===== src/hdl/ram_pkg.sv =====
// Shared widths and vector types for the 68000 byte-lane state RAM
`default_nettype none

package ram_pkg;

    // ==============================
    // Widths
    // ==============================

    // CPU word, split into byte lanes
    localparam int DATA_WIDTH = 16;
    localparam int LANE_WIDTH = 8;
    localparam int LANE_COUNT = DATA_WIDTH / LANE_WIDTH;

    // Save-state bus is wider than the RAM word
    localparam int SS_DATA_WIDTH = 64;

    // ==============================
    // Types
    // ==============================

    typedef logic [DATA_WIDTH-1:0] word_t;
    typedef logic [LANE_WIDTH-1:0] lane_t;

    // Bit 1 upper lane, bit 0 lower lane, high means write
    typedef logic [LANE_COUNT-1:0] lane_mask_t;

    // Read responses carry the word in the low bits
    typedef logic [SS_DATA_WIDTH-1:0] ss_data_t;

endpackage

`default_nettype wire


===== src/hdl/ss_response.sv =====
// Save-state response register and request credit return
`default_nettype none

module ss_response (
    input  wire                     clock,
    input  wire                     rst,

    // Operation executed on the RAM this cycle
    input  wire                     ss_exec,
    input  wire                     ss_exec_write,

    // Registered RAM word, valid the cycle after execution
    input  wire ram_pkg::word_t     rd_data,

    output logic                    ss_rsp_valid,
    output logic                    ss_rsp_write,
    output ram_pkg::ss_data_t       ss_rsp_data,
    output logic                    ss_req_credit
);

    localparam int PAD_WIDTH = ram_pkg::SS_DATA_WIDTH - ram_pkg::DATA_WIDTH;

    // ==============================
    // Response flags
    // ==============================

    always_ff @(posedge clock) begin
        if (rst) begin
            ss_rsp_valid <= 1'b0;
            ss_rsp_write <= 1'b0;
        end else begin
            ss_rsp_valid <= ss_exec;
            ss_rsp_write <= ss_exec_write;
        end
    end

    // Queue slot is free once the RAM has taken the request
    always_ff @(posedge clock) begin
        if (rst) begin
            ss_req_credit <= 1'b0;
        end else begin
            ss_req_credit <= ss_exec;
        end
    end

    // ==============================
    // Response data
    // ==============================

    // Write acks carry zero; rd_data holds write-through data then
    assign ss_rsp_data = (ss_rsp_valid && !ss_rsp_write) ?
                         {{PAD_WIDTH{1'b0}}, rd_data} : '0;

    // Write flag only comes with an executed operation
    a_write_needs_exec: assert property (
        @(posedge clock) disable iff (rst)
        ss_exec_write |-> ss_exec
    ) else $error("save-state write flag without an executed operation");

endmodule

`default_nettype wire


===== config.mk =====
export PLATFORM = sky130hd
export DESIGN_NAME = ss_response
export DESIGN_NICKNAME = d
export VERILOG_FILES = /design/src/hdl/ram_pkg.sv /design/src/hdl/ss_response.sv
export SDC_FILE = /design/constraint.sdc
export NUM_CORES = 1
export LEC_CHECK = 0
export BUFFER_PORTS_ARGS = -buffer_cell sky130_fd_sc_hd__buf_2
export CAP_MARGIN = 20
export CORE_MARGIN = 4
export CORE_UTILIZATION = 29
export CTS_CLUSTER_DIAMETER = 120
export DETAILED_ROUTE_END_ITERATION = 10
export HOLD_SLACK_MARGIN = 0.12
export MAX_ROUTING_LAYER = met4
export PLACE_DENSITY = 0.84
export REMOVE_ABC_BUFFERS = 1
export SYNTH_ARGS = -nofsm -noshare
export SYNTH_HDL_FRONTEND = slang
export SYNTH_SLANG_ARGS = --single-unit

===== constraint.sdc =====
create_clock -name clock -period 0.9 [get_ports clock]
set_input_delay 0.18 -clock clock [delete_from_list [all_inputs] [get_ports clock]]
set_output_delay 0.18 -clock clock [all_outputs]
set_load 0.01 [all_outputs]

* Word-level counts from Yosys, hierarchy flattened
Index checks and enable logic that the tools add are counted.
Operators by class: mux-type cells 1, reduce and logical (&&, ||, !) cells 2
Operators by type and width (count):
- $mux 16 | 1
- $logic_and 1x1->1 | 1
- $logic_not 1->1 | 1
Storage, ports and cells: output and inout bits 67, register bits after elaboration 2

* Depth between registers and ports, before layout
word-level depth 3, mapped depth 2

* Worst setup path before layout
Ideal clock, no wire load.
path type reg-to-output, from register, netlist name ss_req_credit, to output port ss_rsp_data[10], cell stages (with the launch flop) 3, arrival 788 ps, buffers on the path 1, path slack -68 ps, cell sequence dfxtp_1 buf_6 and3b_1
RTL lines:
- end: declaration | line ss_response.sv:17 | output ram_pkg::ss_data_t ss_rsp_data,

* Worst setup path after layout
from register ss_rsp_write, to output port ss_rsp_data[3]
Between the ends: cells in the longest elaborated chain, start to end 3
Ends and longest elaborated chain:
- start: declaration | line ss_response.sv:16 | output logic ss_rsp_write,
- start signal: assignment | line ss_response.sv:33 | ss_rsp_write <= ss_exec_write;
- $logic_not 1->1 | line ss_response.sv:51 | assign ss_rsp_data = (ss_rsp_valid && !ss_rsp_write) ?
- $logic_and 1x1->1 | line ss_response.sv:51
- $mux 16 | line ss_response.sv:51
No other way between the ends.

==> flow_summary.yaml <==
global_route:
  grt.total_usage: 0.0745
  grt_pass1_wl_mm: 1.46
  grt.overflow.total: 0
  grt_pass1_vias: 369
  grt_max_degree: 19
  antenna_found_initial: 0
finish:
  final_cell_mix: "conb_1, buf_2, and3b_1"
  diodes: 0
  nets: 133
  synthToLayoutAreaGrowth_pct: 18.7
  layout_commonest_cell: "conb_1"
  stdcell_count: 138
  drive_gt1_frac: 0.450
  final.fill_count: 214
pwr:
  leakagePower_nw: 0.487
  seq_power_share: 0.201
  vdd_drop_max_mv: 0.582
  power_density_mw_per_mm2: 769
  p_int_uw: 335
  switching_power_uw: 207
  p_clk_frac: 0.362
  p_sw_frac: 0.382
  comb_power_share: 0.436
drt:
  wl_met3_um: 272
  wl_met1_um: 338
  avgViaCountPerCell: 3.38
  drtIter0Drc: 2
  route.met2.wl_um: 631
  wl_mm: 1.24
  dr.pass1.iters: 2
  drc_errors: 0
  highest_layer: "met3"
  ant_nets: 0
  wire_per_inst_um: 9.00
  vias: 466
placed_design:
  place.port_buffers: 38
  dp.cells: 135
  dpl.hpwl_um: 987
  dp_slack_ps: -79.1
  gp_congestion: 0.563
setup_path:
  crit_chain: "and3b_2, buf_6"
  worstSetupPathType: "reg -> out"
  slowest_delay_ps: 400
  worst_setup_path_start_kind: "register"
  endpoint_kind: "output port"
  crit_slowest_cell: "dfxtp_4"
  cp_data_required_time_ps: 720
  crit_fanout: 17
  worstPathArrival_ps: 970
logic_synthesis:
  synthAdderAreaFrac: 0
  synth_xor_area_frac: 0
  yosys.area_share.simple: 0.269
  synth_seq_cells: 2
  yosysWarnings: 0
  synth_seq_area_share: 0.0674
  netlist_instances: 72
  synth.avg_cell_area_um2: 8.25
  synth_top_family_by_area: "buffers and inverters"
  muxShareOfSynthArea: 0
  syn-cell-area_um2: 594
  synth-compound-area-share: 0
  synthDistinctLibCells: 7
cts:
  cts_buffers: 3
  root_buffer: "clkbuf_4"
  clk_pin_slew_worst_paths_ps: 30
  cts_tree: "done"
  cts_max_level: 1
  cts_max_path_buffers: 2
  clock-sinks: 2
hold_path:
  holdCritPathClass: "in -> reg"
  hold_start: "ss_exec_write"
  hold_end: "ss_rsp_write"
  whs_path_depth: 2
die:
  initial_core_util: 0.303
  die-height_um: 53.3
  die-width_um: 53.3
  rows: 16
  core_region_area_mm2: 0.00196
  fp.dieArea_mm2: 0.00284
  io_pins: 87
flow_run:
  drv_cap: 0
outcome:
  status: "finished, violations left"
  violations: "negative setup slack"
timing:
  timing.hold.ws_ps: 172
  fin_crit_sh: 1.28
  hold_violations: 0
  min_period_ps: 1150
  fmax_mhz: 871
  rsz0062_at_grt: "true"
  setup_ws_ps: -248
  drv_slew: 0
  setup_violations: 19
[Yosys cell counts, drive strengths merged]
master	count	share of area
conb	1	0.0063
dfxtp	2	0.067
buf	51	0.66
and3b	16	0.25
nor2b	2	0.021
[layer usage]
layer	vias to the layer above	track usage
met2	53	0.143
met3	0	0.0451
met4	0	0.0511
met5	-	-
li1	211	-
met1	202	0.0452
[kinds of logic (layout without fill, tap and decap cells)]
group                  after synthesis  after routing
buffers and inverters               51             43
DFF                                  2              2
other                                1             48
and+or+nand+nor                     18             18
[how the worst max path moves through the flow]
stage / from / endpoint / depth (start not counted)
after global placement: ss_rsp_write / ss_rsp_data[3] / 3
after global routing: ss_rsp_write / ss_rsp_data[0] / 2
after floorplan: ss_req_credit / ss_rsp_data[0] / 1
after detailed placement: ss_rsp_write / ss_rsp_data[15] / 3
final: ss_rsp_write / ss_rsp_data[3] / 2
after CTS: ss_rsp_write / ss_rsp_data[15] / 2
[critical path: cells and delay by family (launching register included)]
family        cells  cell delay [ps]
buf+inv           1              120
simple gates      1              230
flops             1              400
[metrics by stage]
| stage | power [mW] | cell area [um^2] | util | TNS (ps) |
|---|---|---|---|---|
| 3_3_place_gp | 0.334 | 644 | 0.328 | -854 |
| 3_5_place_dp | 0.336 | 644 | 0.328 | -943 |
| 2_1_floorplan | 0.241 | 380 | - | -1840 |
| 6_report | 0.542 | 706 | 0.360 | -3930 |
| 5_1_grt | 0.607 | 706 | 0.360 | -5270 |
| 4_1_cts | 0.546 | 694 | 0.354 | -4180 |
[state kept, by name (all words and copies together), names as in the netlist]
signal / count
ss_rsp_write: 1
ss_req_credit: 1
[cell type report]
| cell class | instances | area (um^2) | area share |
|---|---|---|---|
| Sequential cell | 2 | 47.5 | 0.0674 |
| Clock buffer | 3 | 22.5 | 0.0319 |
| Tap cell | 27 | 33.8 | 0.0479 |
| Timing Repair Buffer | 40 | 262 | 0.371 |
| Multi-Input combinational cell | 66 | 340 | 0.482 |
[power groups by stage]
| stage | Sequential [mW] | Clock (mW) | Combinational, mW |
|---|---|---|---|
| 2_1_floorplan | 0.110 | 0 | 0.131 |
| 3_3_place_gp | 0.0991 | 0 | 0.235 |
| 3_5_place_dp | 0.0990 | 0 | 0.237 |
| 4_1_cts | 0.110 | 0.212 | 0.225 |
| 5_1_grt | 0.114 | 0.231 | 0.262 |
| 6_report | 0.109 | 0.196 | 0.237 |
[repair_timing]
action / CTS / global route
hold buffers: 1 / 0
endpoints found under the setup margin: 19 / 19
pin swaps: 0 / 0
buffers inserted: 0 / 1
hold endpoints to repair: 2 / 0
gates resized for setup: 12 / 1
(Power assumes the default switching activity.)
