===== src/hdl/ram_pkg.sv =====
// Shared widths and vector types for the 68000 byte-lane state RAM
`default_nettype none

package ram_pkg;

    // ==============================
    // Widths
    // ==============================

    // CPU word, split into byte lanes
    localparam int DATA_WIDTH = 16;
    localparam int LANE_WIDTH = 8;
    localparam int LANE_COUNT = DATA_WIDTH / LANE_WIDTH;

    // Save-state bus is wider than the RAM word
    localparam int SS_DATA_WIDTH = 64;

    // ==============================
    // Types
    // ==============================

    typedef logic [DATA_WIDTH-1:0] word_t;
    typedef logic [LANE_WIDTH-1:0] lane_t;

    // Bit 1 upper lane, bit 0 lower lane, high means write
    typedef logic [LANE_COUNT-1:0] lane_mask_t;

    // Read responses carry the word in the low bits
    typedef logic [SS_DATA_WIDTH-1:0] ss_data_t;

endpackage

`default_nettype wire


===== src/hdl/ss_request_decode.sv =====
// Save-state request queue and RAM port arbitration between save-state and CPU
`default_nettype none

module ss_request_decode #(
    parameter int ADDR_WIDTH = 10,
    parameter int SS_CREDITS = 2
) (
    input  wire                     clock,
    input  wire                     rst,

    // CPU side
    input  wire [ADDR_WIDTH-1:0]    address,
    input  wire ram_pkg::word_t     data,
    input  wire                     we_uds_n,
    input  wire                     we_lds_n,

    // Save-state requests, credited
    input  wire                     ss_req_valid,
    input  wire                     ss_req_write,
    input  wire [ADDR_WIDTH-1:0]    ss_req_addr,
    input  wire ram_pkg::ss_data_t  ss_req_data,

    // RAM port
    output logic [ADDR_WIDTH-1:0]   ram_addr,
    output ram_pkg::word_t          ram_data,
    output ram_pkg::lane_mask_t     ram_lanes,
    output logic                    ss_exec,
    output logic                    ss_exec_write
);

    localparam int PTR_WIDTH = (SS_CREDITS > 1) ? $clog2(SS_CREDITS) : 1;
    localparam int CNT_WIDTH = $clog2(SS_CREDITS + 1);

    // Queue payload
    logic [ADDR_WIDTH-1:0] q_addr [SS_CREDITS];
    ram_pkg::word_t        q_data [SS_CREDITS];
    logic                  q_write [SS_CREDITS];

    logic [PTR_WIDTH-1:0]  wr_ptr;
    logic [PTR_WIDTH-1:0]  rd_ptr;
    logic [CNT_WIDTH-1:0]  count;
    logic                  push;
    logic                  pop;

    // Popped last cycle, its credit not yet back at the requester
    logic                  popped;

    // Circular pointer step, wraps at queue depth
    function automatic logic [PTR_WIDTH-1:0] next_ptr(input logic [PTR_WIDTH-1:0] ptr);
        if (ptr == PTR_WIDTH'(SS_CREDITS - 1)) begin
            return '0;
        end
        return ptr + 1'b1;
    endfunction

    // ==============================
    // Request queue
    // ==============================

    assign push = ss_req_valid;
    assign pop  = (count != '0);

    always_ff @(posedge clock) begin
        if (push) begin
            q_addr[wr_ptr]  <= ss_req_addr;
            q_data[wr_ptr]  <= ss_req_data[ram_pkg::DATA_WIDTH-1:0];
            q_write[wr_ptr] <= ss_req_write;
        end
    end

    always_ff @(posedge clock) begin
        if (rst) begin
            wr_ptr <= '0;
            rd_ptr <= '0;
            count  <= '0;
            popped <= 1'b0;
        end else begin
            popped <= pop;
            if (push) begin
                wr_ptr <= next_ptr(wr_ptr);
            end
            if (pop) begin
                rd_ptr <= next_ptr(rd_ptr);
            end
            if (push && !pop) begin
                count <= count + 1'b1;
            end else if (pop && !push) begin
                count <= count - 1'b1;
            end
        end
    end

    // ==============================
    // Port steering
    // ==============================

    // Oldest queued request owns the RAM for one cycle
    assign ss_exec       = pop;
    assign ss_exec_write = pop && q_write[rd_ptr];

    assign ram_addr = ss_exec ? q_addr[rd_ptr] : address;
    assign ram_data = ss_exec ? q_data[rd_ptr] : data;

    // Save-state write takes both lanes, a read none; CPU enables are active low
    assign ram_lanes = ss_exec ? (ss_exec_write ? '1 : '0) : {~we_uds_n, ~we_lds_n};

    // Queued and just popped requests still hold the requester's credits
    a_push_with_credit: assert property (
        @(posedge clock) disable iff (rst)
        ss_req_valid |-> ((count + CNT_WIDTH'(popped)) < CNT_WIDTH'(SS_CREDITS))
    ) else $error("save-state request sent without a credit");

endmodule

`default_nettype wire


===== config.mk =====
export PLATFORM = sky130hd
export DESIGN_NAME = ss_request_decode
export DESIGN_NICKNAME = d
export VERILOG_FILES = /design/src/hdl/ram_pkg.sv /design/src/hdl/ss_request_decode.sv
export SDC_FILE = /design/constraint.sdc
export NUM_CORES = 1
export LEC_CHECK = 0
export ABC_AREA = 1
export BUFFER_PORTS_ARGS = -buffer_cell sky130_fd_sc_hd__buf_2
export CORE_ASPECT_RATIO = 1.25
export CORE_MARGIN = 10
export CORE_UTILIZATION = 40
export CTS_CLUSTER_SIZE = 25
export DETAILED_ROUTE_END_ITERATION = 6
export GPL_ROUTABILITY_DRIVEN = 0
export PLACE_DENSITY_LB_ADDON = 0.08
export SYNTH_ARGS = -nofsm -noshare
export SYNTH_HDL_FRONTEND = slang
export SYNTH_SLANG_ARGS = --single-unit

===== constraint.sdc =====
create_clock -name clock -period 1.7 [get_ports clock]
set_input_delay 0.17 -clock clock [delete_from_list [all_inputs] [get_ports clock]]
set_output_delay 0.17 -clock clock [all_outputs]
set_load 0.01 [all_outputs]

After elaboration in Yosys (flattened, before gate mapping)
Memory sizes are Yosys's and may differ from the RTL's. A register that Yosys moved wholly into a read port is not among the register bits.
Cells that the tools add are included.
Widths: inputs -> output; s select.
- flip-flop bits (word level): 4
- memories: 3
- memory bits (writable): 54
- reduce and logical (&&, ||, !) cells: 7
- bitwise logic cells: 2
- add/subtract/negate cells: 4
- multiplexer cells: 24
- memory list (name ; depth ; width ; rd ports ; clocked after Yosys merged registers in ; wr ports ; RTL line ; source):
    q_data ; 2 ; 16 ; 1 ; 1 ; 1 ; ss_request_decode.sv:36 ; ram_pkg::word_t q_data [SS_CREDITS];
    q_addr ; 2 ; 10 ; 1 ; 1 ; 1 ; ss_request_decode.sv:35 ; logic [ADDR_WIDTH-1:0] q_addr [SS_CREDITS];
    q_write ; 2 ; 1 ; 1 ; 1 ; 1 ; ss_request_decode.sv:37 ; logic q_write [SS_CREDITS];
- operators by type and width (operator ; number):
    $mux 1 ; 18
    $mux 16 ; 1
    $mux 10 ; 1
    $mux 2 ; 4
    $reduce_bool 2->1 ; 2
    $logic_and 1x1->1 ; 3
    $add 1x1->1 const B ; 2
    $add 2x1->2 const B ; 1
    $logic_not 1->1 ; 2
    $not 1->1 ; 2
    $sub 2x1->2 const B ; 1

Logic depth before layout (Yosys ltp)
- depth in word-level cells: 6
- mapped depth: 10
- gate-level depth less buffers: 8

Worst setup path after synthesis
No wires, ideal clock.
- kind: reg2reg
- from: register wr_ptr
- to: memory q_addr[0][0], enable pin
- path slack: -0.182 ns
- cell stages (with the launch flop): 2
- data required time: 1.289 ns
- path buffers: 0
- clock period less this slack: 1.882 ns
- arrival time: 1.471 ns
- path through: dfxtp_1 -> nor2_1
- RTL lines (what ; RTL line ; source):
    start: declaration ; ss_request_decode.sv:39 ; logic [PTR_WIDTH-1:0] wr_ptr;
    start signal: assignment ; ss_request_decode.sv:80 ; wr_ptr <= next_ptr(wr_ptr);
    end: declaration ; ss_request_decode.sv:35 ;
Straight into the memory's write port.

==> tab_implementation.tex <==
\begin{tabular}{lr}
\hline
Metric & Value \\
\hline
\multicolumn{2}{l}{\textbf{Worst setup path}} \\
CP max stage cell & dfxtp\_1 \\
Max Fanout on Critical Path & 13 \\
Source of the worst register-to-register timing path & count[1]\$\_SDFFE\_PP0P\_ \\
Setup slack of the most critical reg-to-reg path & 0.42 ns \\
Class of the most critical setup path & reg2out \\
Type of destination of the critical path & output pin \\
CP Launch Type & register \\
Worst reg2reg path endpoint & count[1]\$\_SDFFE\_PP0P\_ \\
Ordered cell list for the critical path & inv\_2 -> buf\_4 -> nand2\_1 -> a21oi\_1 -> buf\_2 \\
Worst path arrival time & 1.42 ns \\
Data required time at the worst endpoint & 1.53 ns \\
Slowest Stage Delay on Critical Path & 0.32 ns \\
Depth of the worst register-to-register path & 8 \\
\multicolumn{2}{l}{\textbf{Power}} \\
Clock power frac & 21.8\% \\
Portion of total power attributed to sequential cells & 33.2\% \\
Switching power share of the total & 37.5\% \\
Cell Int Power & 3.33 mW \\
Power density normalized to cell area & 1660 nW/µm² \\
Max VDD drop & 1.02 mV \\
Switching power of the nets & 1.99 mW \\
Final Total Pwr & 5.32 mW \\
Combinational power share & 44.9\% \\
LEAKAGE & 1.39 nW \\
\multicolumn{2}{l}{\textbf{Place}} \\
Placed Instance Area & 2980 µm² \\
Port Buffers & 87 \\
Hpwl dp & 4.40 mm \\
Worst setup timing slack at the placement stage & 0.200 ns \\
\multicolumn{2}{l}{\textbf{Floorplanning}} \\
Initial Utilization & 41.7\% \\
Io pins & 136 \\
Total Die Area & 9650 µm² \\
Core area & 5860 µm² \\
Total number of placement rows & 31 \\
Die outline height & 107 µm \\
Die Span X & 89.9 µm \\
\multicolumn{2}{l}{\textbf{Detailed routing}} \\
Detailed-route wire length & 6.19 mm \\
Average vias per placed instance & 4.66 \\
Count of nets left with antenna violations after detail routing & 0 \\
Post-detailed-route wirelength per cell & 15.6 µm \\
Starting DRC count in detailed routing & 111 \\
Number of iterations in the first detailed-routing pass & 4 \\
Total DRC errors in the routed layout & 0 \\
DR vias & 1854 \\
\multicolumn{2}{l}{\textbf{Clock network}} \\
Number of buffers created by CTS & 9 \\
Maximum buffer depth of the clock tree & 2 \\
CTS tree & yes \\
Hold\_buf cts & 0 \\
CTS root buf & clkbuf\_8 \\
Clock Sinks & 59 \\
H-tree lvl count & 3 \\
CTS clock-pin slew for the worst setup and hold paths & 0.06 ns \\
Latest clock arrival within the worst-skew pair & 0.33 ns \\
\multicolumn{2}{l}{\textbf{Yosys}} \\
Sequential-to-total area share from yosys stat & 70.5\% \\
Post-synth EDFFs & 54 \\
Leading area contributor after synthesis & edfxtp\_1 \\
Main flop type after synthesis & edfxtp\_1 \\
Post-synth cell types & 17 \\
Cell Area, Synth & 2440 µm² \\
Synth warn & 0 \\
Area share of the largest cell type after synthesis & 66.4\% \\
Net count after synthesis & 315 \\
Post-synthesis instance total & 208 \\
Async set-reset flop share out of synthesis & 0\% \\
Number of storage elements in the synthesis netlist & 59 \\
Avg Synthesized Cell Area & 11.7 µm² \\
Leading cell types by total area after synthesis & edfxtp\_1 (66\%), a21oi\_1 (11\%), nand2\_1 (4.8\%) \\
\multicolumn{2}{l}{\textbf{Final layout}} \\
Number of antenna cells inserted & 0 \\
Leading cell type in the layout, fill and taps excluded & buf\_2 \\
Filler instances & 539 \\
Final standard cell area without fillers & 3210 µm² \\
Synth-to-layout area growth & 31.3\% \\
Final net count & 419 \\
Sequential cell area & 1720 µm² \\
Top library cells by usage in the layout, fill and taps aside & buf\_2 (87), a21oi\_1 (54), edfxtp\_1 (54), nand2\_1 (31), nor2\_1 (29) \\
Fraction of final layout cells with drive strength greater than 1 & 38.6\% \\
Core utilization of the finished layout & 54.8\% \\
Area used by multi-input combinational logic & 586 µm² \\
\multicolumn{2}{l}{\textbf{Timing}} \\
Worst hold-check slack & 0.0199 ns \\
Crit path setup slack, layout & 0.107 ns \\
Final setup violation count & 0 \\
Period Utilization, post-route & 93.7\% \\
RSZ-0062 raised after global routing & true \\
Achievable clock frequency & 628 MHz \\
Worst clock skew & 0.00786 ns \\
Worst-margin pin slew & 0.323 ns \\
Final hold vios & 0 \\
Slew headroom & 78.4\% \\
Final min period & 1.59 ns \\
Final-report max-slew violation count & 0 \\
\multicolumn{2}{l}{\textbf{Hold path}} \\
Hold-critical path endpoint & wr\_ptr\$\_SDFFE\_PP0P\_ \\
Min-delay worst type & in2reg \\
Hold path cells & 2 \\
HP Start & rst \\
\multicolumn{2}{l}{\textbf{Global routing}} \\
Antenna violations before repair & 0 \\
Number of global-route vias before repair & 1930 \\
Pin count of the biggest net entering global routing & 17 \\
GRT overflow & 0 \\
Global-route wire length before repair & 9.52 mm \\
Global Route Usage Sum & 12.4\% \\
\multicolumn{2}{l}{\textbf{Job}} \\
Max capacitance violation total & 0 \\
\multicolumn{2}{l}{\textbf{Status}} \\
Run status & completed \\
\hline
\end{tabular}
[routing by layer]
metal / vias up / track usage (%) / wire length (µm)
li1: 936 / - / -
met1: 854 / 14.1 / 2740
met2: 62 / 20.0 / 3000
met3: 2 / 5.51 / 436
met4: 0 / 5.47 / 23
met5: - / 0 / 0
[metrics by stage]
step | cells | TNS (ns)
global placement | 380 | 0
finish | 398 | 0
global route | 398 | -0.0138
detailed placement | 380 | 0
CTS | 396 | 0
floorplan | 208 | 0
[synthesized netlist by cell type (2+ instances only)]
library cell  number
dfxtp_1            5
a21oi_1           54
inv_1             10
o21ai_0            5
nor2_1            31
buf_8              2
nand2_1           31
edfxtp_1          54
buf_6              3
buf_4              6
[sequential cells by signal, summed over array words and instances (netlist names), named ones only]
signal	cells
q_write	2
rd_ptr	1
q_data	32
q_addr	20
count	2
wr_ptr	1
[critical path: cells and delay by family (launching register included)]
kind            cells  cell delay (ns)
compound gates      1             0.16
buf+inv             3             0.54
flops               1             0.32
simple gates        1             0.07
[cells by family after synthesis]
group	count (synthesis)	synth area share (%)
buf+inv	22	6.14
fa+ha+maj	1	0.512
compound gates	60	12.4
flops	59	70.5
simple gates	66	10.4
[cell type report]
class | instances | area share [%]
flip-flops and latches | 59 | 53.7
inverters | 11 | 1.29
well taps | 82 | 3.20
clock buffers | 11 | 4.09
multi-input cells | 127 | 18.2
repair buffers | 104 | 18.2
clock inverters | 4 | 1.33
[worst max path at each step]
| stage | from | endpoint | slack, ns |
|---|---|---|---|
| after floorplan | wr_ptr$_SDFFE_PP0P_ | q_addr[0][0]$_DFFE_PP_ | 0.26 |
| after global placement | count[1]$_SDFFE_PP0P_ | ram_lanes[1] | 0.22 |
| after detailed placement | count[1]$_SDFFE_PP0P_ | ram_lanes[1] | 0.20 |
| after CTS | count[0]$_SDFFE_PP0P_ | ram_lanes[1] | 0.003 |
| after global routing | count[1]$_SDFFE_PP0P_ | ram_data[2] | -0.007 |
| final | register | ram_data[2] | 0.11 |
[power groups by stage]
| stage | clock network (mW) | logic [mW] | registers [mW] |
|---|---|---|---|
| floorplan | 0 | 1.53 | 1.78 |
| global route | 1.24 | 2.66 | 1.78 |
| finish | 1.16 | 2.39 | 1.77 |
| detailed placement | 0 | 2.27 | 1.79 |
| CTS | 1.19 | 2.34 | 1.77 |
| global placement | 0 | 2.27 | 1.78 |
[repair_timing]
item | CTS | global route
setup endpoints to repair | 4 | 11
buffers inserted | 1 | 2
resized for setup | 4 | 7
gates cloned | 0 | 0
pin swaps | 1 | 1
Power figures use the tool's default switching activity.
